==> src/design/aluPkg.sv <==
package aluPkg;

	// ----------------------------------------
	// Datapath word.
	// ----------------------------------------

	localparam int wordW = 16;

	typedef logic [wordW-1:0] wordT;

	// ----------------------------------------
	// Operation codes.
	// ----------------------------------------

	localparam int opW = 4;

	typedef logic [opW-1:0] opCodeT;

	localparam opCodeT opAdd  = 4'd0;
	localparam opCodeT opSub  = 4'd1;
	localparam opCodeT opCmp  = 4'd2;
	localparam opCodeT opAnd  = 4'd3;
	localparam opCodeT opOr   = 4'd4;
	localparam opCodeT opXor  = 4'd5;
	localparam opCodeT opNot  = 4'd6;
	localparam opCodeT opLsh  = 4'd7;
	localparam opCodeT opRsh  = 4'd8;
	localparam opCodeT opArsh = 4'd9;
	// Codes 10 to 15 are not assigned.

	// ----------------------------------------
	// Condition flags.
	// ----------------------------------------

	localparam int numFlags = 5;

	typedef logic [numFlags-1:0] flagsT;

	// Bit positions inside flagsT.
	localparam int flagC = 0;
	localparam int flagL = 1;
	localparam int flagF = 2;
	localparam int flagZ = 3;
	localparam int flagN = 4;

endpackage
==> src/design/cpuPkg.sv <==
package cpuPkg;

	// ----------------------------------------
	// Register file geometry.
	// ----------------------------------------

	localparam int numRegs = 16;
	localparam int regIdxW = $clog2(numRegs);

	typedef logic [regIdxW-1:0] regIdxT;

	// Short immediate, sign-extended to a full word in the stage.
	localparam int immW = 8;

	typedef logic signed [immW-1:0] immT;

	// ----------------------------------------
	// Decoded instruction.
	// ----------------------------------------

	// Rdest is both the first operand and the writeback target.
	typedef struct packed {
		aluPkg::opCodeT opCode;
		regIdxT         rdest;
		regIdxT         rsrc;
		logic           useImm;
		immT            imm;
	} instT;

endpackage

==> src/design/execUnit.sv <==
`timescale 1ns/1ps

module execUnit import aluPkg::*, cpuPkg::*; (
	input  logic  clk,
	input  logic  rst,
	input  logic  instValid,
	input  instT  inst,
	output wordT  result,
	output logic  resultValid,
	output flagsT flags
);

	// ----------------------------------------
	// Register read.
	// ----------------------------------------

	wordT rdData;
	wordT rsData;
	logic wrEn;
	wordT aluOut;

	regFile u_regFile (
		.clk    (clk),
		.rst    (rst),
		.rdIdx  (inst.rdest),
		.rsIdx  (inst.rsrc),
		.wrEn   (wrEn),
		.wrIdx  (inst.rdest),
		.wrData (aluOut),
		.rdData (rdData),
		.rsData (rsData)
	);

	// ----------------------------------------
	// Source operand.
	// ----------------------------------------

	wordT immExt;
	wordT srcOp;

	// Sign-extend the short immediate to a full word.
	assign immExt = {{(wordW-immW){inst.imm[immW-1]}}, inst.imm};

	assign srcOp = inst.useImm ? immExt : rsData;

	// ----------------------------------------
	// ALU.
	// ----------------------------------------

	flagsT aluFlags;
	flagsT flagMask;
	logic  writesReg;

	alu u_alu (
		.opA       (rdData),
		.opB       (srcOp),
		.opCode    (inst.opCode),
		.aluOut    (aluOut),
		.aluFlags  (aluFlags),
		.flagMask  (flagMask),
		.writesReg (writesReg)
	);

	// CMP and undefined codes never touch the register file.
	assign wrEn = instValid && writesReg;

	// ----------------------------------------
	// Status register.
	// ----------------------------------------

	// The mask is zero for opcodes that leave the flags alone.
	flagReg u_flagReg (
		.clk      (clk),
		.rst      (rst),
		.update   (instValid),
		.newFlags (aluFlags),
		.mask     (flagMask),
		.flags    (flags)
	);

	// ----------------------------------------
	// Output register.
	// ----------------------------------------

	// Result is captured on the same edge as the writeback.
	// resultValid pulses once per stored result.
	always_ff @(posedge clk) begin
		if (rst) begin
			result      <= '0;
			resultValid <= 1'b0;
		end else begin
			resultValid <= wrEn;
			if (wrEn) begin
				result <= aluOut;
			end
		end
	end

endmodule

==> src/design/flagReg.sv <==
`timescale 1ns/1ps

module flagReg import aluPkg::*; (
	input  logic  clk,
	input  logic  rst,
	input  logic  update,
	input  flagsT newFlags,
	input  flagsT mask,
	output flagsT flags
);

	// Processor status register.
	// Branch logic would read the flags from here.

	flagsT flagsQ;
	flagsT flagsNext;

	// Masked merge, so flags outside the mask keep their old value.
	assign flagsNext = (flagsQ & ~mask) | (newFlags & mask);

	always_ff @(posedge clk) begin
		if (rst) begin
			flagsQ <= '0;
		end else if (update) begin
			flagsQ <= flagsNext;
		end
	end

	assign flags = flagsQ;

endmodule

==> src/design/regFile.sv <==
`timescale 1ns/1ps

module regFile import aluPkg::*, cpuPkg::*; (
	input  logic   clk,
	input  logic   rst,
	input  regIdxT rdIdx,
	input  regIdxT rsIdx,
	input  logic   wrEn,
	input  regIdxT wrIdx,
	input  wordT   wrData,
	output wordT   rdData,
	output wordT   rsData
);

	// ----------------------------------------
	// Storage.
	// ----------------------------------------

	wordT regs [numRegs];

	// ----------------------------------------
	// Read ports.
	// ----------------------------------------

	// Both reads are combinational.
	// A write shows up on the read ports in the cycle after the edge.
	assign rdData = regs[rdIdx];
	assign rsData = regs[rsIdx];

	// ----------------------------------------
	// Write port.
	// ----------------------------------------

	always_ff @(posedge clk) begin
		if (rst) begin
			for (int i = 0; i < numRegs; i++) begin
				regs[i] <= '0;
			end
		end else if (wrEn) begin
			regs[wrIdx] <= wrData;
		end
	end

endmodule

==> src/design/alu.sv <==
`timescale 1ns/1ps

module alu import aluPkg::*; (
	input  wordT   opA,
	input  wordT   opB,
	input  opCodeT opCode,
	output wordT   aluOut,
	output flagsT  aluFlags,
	output flagsT  flagMask,
	output logic   writesReg
);

	// ----------------------------------------
	// Shared adder.
	// ----------------------------------------

	logic             isSub;
	wordT             addB;
	logic [wordW:0]   sum;
	wordT             sumWord;

	// SUB and CMP both subtract, as opA + ~opB + 1.
	assign isSub = (opCode == opSub) || (opCode == opCmp);

	assign addB = isSub ? ~opB : opB;

	assign sum = {1'b0, opA} + {1'b0, addB} + {{wordW{1'b0}}, isSub};

	assign sumWord = sum[wordW-1:0];

	// ----------------------------------------
	// Logic and shift functions.
	// ----------------------------------------

	wordT andOut;
	wordT orOut;
	wordT xorOut;
	wordT notOut;
	wordT lshOut;
	wordT rshOut;
	wordT arshOut;

	assign andOut = opA & opB;
	assign orOut  = opA | opB;
	assign xorOut = opA ^ opB;
	assign notOut = ~opA;

	// Single-bit shifts of Rdest only.
	assign lshOut  = {opA[wordW-2:0], 1'b0};
	assign rshOut  = {1'b0, opA[wordW-1:1]};
	assign arshOut = {opA[wordW-1], opA[wordW-1:1]};

	// ----------------------------------------
	// Flag generation.
	// ----------------------------------------

	// Carry and overflow come from the adder.
	// Overflow means both adder inputs agree in sign and the sum does not.
	assign aluFlags[flagC] = sum[wordW];
	assign aluFlags[flagF] = (opA[wordW-1] == addB[wordW-1]) &&
		(sumWord[wordW-1] != opA[wordW-1]);

	// Compare flags always look at the original operands.
	assign aluFlags[flagL] = opA < opB;
	assign aluFlags[flagZ] = opA == opB;
	assign aluFlags[flagN] = $signed(opA) < $signed(opB);

	// ----------------------------------------
	// Opcode decode.
	// ----------------------------------------

	// Result select, flag mask and writeback all come from this one case.
	always_comb begin
		aluOut    = '0;
		flagMask  = '0;
		writesReg = 1'b0;
		case (opCode)
			opAdd, opSub: begin
				aluOut    = sumWord;
				flagMask  = '1;
				writesReg = 1'b1;
			end
			opCmp: begin
				// Difference is visible on aluOut but never stored.
				aluOut          = sumWord;
				flagMask[flagL] = 1'b1;
				flagMask[flagZ] = 1'b1;
				flagMask[flagN] = 1'b1;
			end
			opAnd: begin
				aluOut    = andOut;
				writesReg = 1'b1;
			end
			opOr: begin
				aluOut    = orOut;
				writesReg = 1'b1;
			end
			opXor: begin
				aluOut    = xorOut;
				writesReg = 1'b1;
			end
			opNot: begin
				aluOut    = notOut;
				writesReg = 1'b1;
			end
			opLsh: begin
				aluOut    = lshOut;
				writesReg = 1'b1;
			end
			opRsh: begin
				aluOut    = rshOut;
				writesReg = 1'b1;
			end
			opArsh: begin
				aluOut    = arshOut;
				writesReg = 1'b1;
			end
			default: begin
				// Undefined codes change nothing.
				aluOut    = '0;
				flagMask  = '0;
				writesReg = 1'b0;
			end
		endcase
	end

endmodule

==> config.mk <==
export PLATFORM = sky130hd
export DESIGN_NAME = execUnit
export DESIGN_NICKNAME = d
export VERILOG_FILES = /design/src/design/aluPkg.sv /design/src/design/cpuPkg.sv /design/src/design/execUnit.sv /design/src/design/flagReg.sv /design/src/design/regFile.sv /design/src/design/alu.sv
export SDC_FILE = /design/constraint.sdc
export NUM_CORES = 1
export LEC_CHECK = 0
export BUFFER_PORTS_ARGS = -buffer_cell sky130_fd_sc_hd__buf_2
export CAP_MARGIN = 10
export CORE_MARGIN = 8
export CORE_UTILIZATION = 43
export DETAILED_ROUTE_END_ITERATION = 10
export PLACE_DENSITY_LB_ADDON = 0.25
export SYNTH_ARGS = -nofsm -noshare
export SYNTH_HDL_FRONTEND = slang
export SYNTH_SLANG_ARGS = --single-unit
==> constraint.sdc <==
create_clock -name clk -period 11.1 [get_ports clk]
set_input_delay 2.22 -clock clk [delete_from_list [all_inputs] [get_ports clk]]
set_output_delay 2.22 -clock clk [all_outputs]
set_load 0.05 [all_outputs]
==> key figures <==
Yosys
  – Post-Syn Area: 16,500 um^2
  – Synth warn: 0
  – Avg Cell Area, Syn: 12.91 um^2
  – Synth Instances: 1,278
  – Synth top area share: 46.58%
  – Synthesized net count: 1,367
  – Asr flop ratio synth: 0%
  – Synth cell types: 57
  – Seq cells post-synth: 278
  – Top FF cell, synth: edfxtp_1
  – Most common cell in the netlist: nor2_1
  – Largest area contributor in the netlist: edfxtp_1
  – EDFF count, synth: 256
  – Sequential-to-total area share from yosys stat: 49.25%
  – Synth top area cells: edfxtp_1 (47%), mux4_2 (21%), nor2_1 (7.0%)
  – Synth top cells by count: nor2_1 (308), edfxtp_1 (256), mux4_2 (155), ha_1 (64), clkbuf_1 (56)

Setup path
  – Crit Path Category: primary input to flop
  – Critical Path RT: 11.39 ns
  – Reg2reg setup slack: 5.61 ns
  – Cell depth of the worst flop-to-flop path: 17
  – Crit. Startpoint: inst[9]
  – Critical path capture point: u_regFile.regs[2][14]$_SDFFCE_PN0P_
  – Worst R2R Start: u_regFile.regs[15][0]$_SDFFCE_PN0P_
  – CP Max Fanout: 38
  – WP data arrival: 8.29 ns
  – Worst Setup End Kind: flop
  – Worst Setup Start Kind: primary input
  – Worst R2R End: u_regFile.regs[2][14]$_SDFFCE_PN0P_

Detailed routing
  – Antenna Nets Post-Route: 0
  – DRT iter0 DRCs: 1,224
  – Post-Route WL: 50,850 um
  – DR vias/cell: 6.253
  – DR pass1 iterations: 6
  – DRC viols: 0
  – Total number of vias: 11,475
  – Routed length per placed instance: 27.71 um

Cells and area
  – Nets: 1,390
  – Area Growth Syn to Fin: 10.45%
  – Share of cells above drive strength 1: 23.34%
  – Area of the multi-input gates: 7792 um^2
  – Register area: 8128 um^2
  – Fill count: 3,341
  – Ant diodes: 0

Timing
  – Period utilization: 72.11%
  – Setup_tns: 0 ns
  – Setup ws final: 3.095 ns
  – Worst-Margin Slew: 1.033 ns
  – Final setup skew: 0.01199 ns
  – Final min period: 8.005 ns
  – Fin. max-slew vios: 0
  – Setup violators final: 0
  – RSZ-0062 raised after global routing: no
  – Hold slack: 0.4529 ns
  – Slew HR: 31.16%
  – Fmax achieved: 124.9 MHz
  – Final Hold Violating Endpoints: 0

Global routing
  – Largest net degree at the start of global routing: 49
  – First-pass GRT wire length: 74,750 um
  – Total GRT Usage: 22.69%
  – Total grt overflow: 0
  – Number of antenna violations at the first check in global routing: 0
  – Vias in the first global route: 11,346

Clock tree
  – Clock buffer depth: 3
  – Cts bufs inserted: 30
  – CTS clk-pin slew, worst paths: 0.06 ns
  – Hold Buf Count CTS: 0
  – CTS resizes: 0
  – CTS tree: built
  – Clk Latency, worst-skew pair: 0.58 ns
  – Clock Root Buffer: clkbuf_16
  – H-Tree Depth: 1
  – Setup Buffers After CTS: 0
  – CTS Sinks: 278

Placement
  – IO Port Bufs: 45
  – Dpl hpwl: 31,940 um
  – Final weighted congestion in routability-driven placement: 0.8563
  – Worst slack at placement: 2.555 ns

Die
  – Die area: 44,900 um^2
  – Die height: 211.9 um
  – Core Area: 37,760 um^2
  – Io pins: 46
  – Die width: 211.9 um
  – Row cnt: 71
  – Initial Utilization: 43.71%

Worst hold path
  – Min-delay worst type: flop to flop

Power and ir drop
  – Max rail drop VDD: 0.1181 mV
  – Power Total: 2806 uW
  – Pleak: 0.006525 uW
  – Pwr dens: 153.9 nW/um^2

Run
  – MaxCap Viol Count: 0

Run status
  – Status: complete, no violations
## layer usage
| metal | GRT usage [%] | vias up | wire length (um) |
|---|---|---|---|
| li1 | - | 4888 | - |
| met1 | 29.22 | 5878 | 19730 |
| met2 | 38.09 | 613 | 25080 |
| met3 | 4.510 | 96 | 4675 |
| met4 | 7.501 | 0 | 1368 |
| met5 | 0 | - | 0 |
## registers in the layout (all words and copies together) (netlist names), named ones only
signal and cells:
resultValid 1, u_regFile.regs 256, result 16
## how the worst min path moves through the flow
stage | endpoint | from | depth (start not counted) | slack [ns]
3_3_place_gp | flop | flop | 2 | 0.44
3_5_place_dp | flop | flop | 2 | 0.45
5_1_grt | flop | flop | 2 | 0.51
4_1_cts | flop | flop | 2 | 0.45
2_1_floorplan | flop | flop | 2 | 0.67
6_report | flop | flop | 2 | 0.45
## per-stage QoR
step	cell area, um^2	instances	utilization (%)
3_3_place_gp	17270	1780	45.74
3_5_place_dp	17270	1780	45.74
2_1_floorplan	16500	1278	-
6_report	18230	1835	48.28
4_1_cts	18230	1835	48.28
5_1_grt	18230	1835	48.28
## final cells by class
type / instances / area share [%]
clock buffers: 45 / 4.709
clock inverters: 10 / 0.5491
flip-flops and latches: 278 / 44.59
inverters: 42 / 0.8649
multi-input cells: 861 / 42.75
well taps: 511 / 3.507
repair buffers: 88 / 3.034
## power by group
group	internal [uW]	switching (uW)
clock	576	417
sequential	1180	20.5
combinational	219	390
## worst max-delay path, stage by stage
cell and delay [ns]:
buf_4 0.59, buf_4 0.62, mux4_2 0.58, mux4_2 0.54, mux2i_1 0.38, xnor2_1 0.13, ha_1 0.36, nor2b_1 0.15
o21a_1 0.18, o21ai_0 0.45, a21oi_1 0.20, a2111oi_0 0.75, or4_1 0.21, o21ai_0 0.12, a21oi_2 0.66, nor2_1 0.10
## cells by family (layout without fill, tap and decap cells)
family	Yosys count	count (layout)	synth area share, %
flops	278	278	49.25
buf+inv	139	185	3.609
xor+xnor	23	23	1.221
compound gates	162	162	7.263
fa+ha+maj	65	65	4.973
mux	183	183	22.89
simple gates	428	428	10.80
## cell usage in the layout, fill, tap and decap left out, types with 20 or more instances in the layout
cell	netlist	routed
nand2_1	47	47
nand2b_1	24	24
edfxtp_1	256	256
nor2_1	308	307
buf_4	9	45
buf_2	20	43
mux4_2	155	155
a21oi_1	33	33
clkbuf_16	0	31
o21ai_0	23	23
xnor2_1	20	20
inv_1	41	41
dfxtp_1	22	22
ha_1	64	64
mux2i_1	23	23
(Power assumes the default switching activity.)
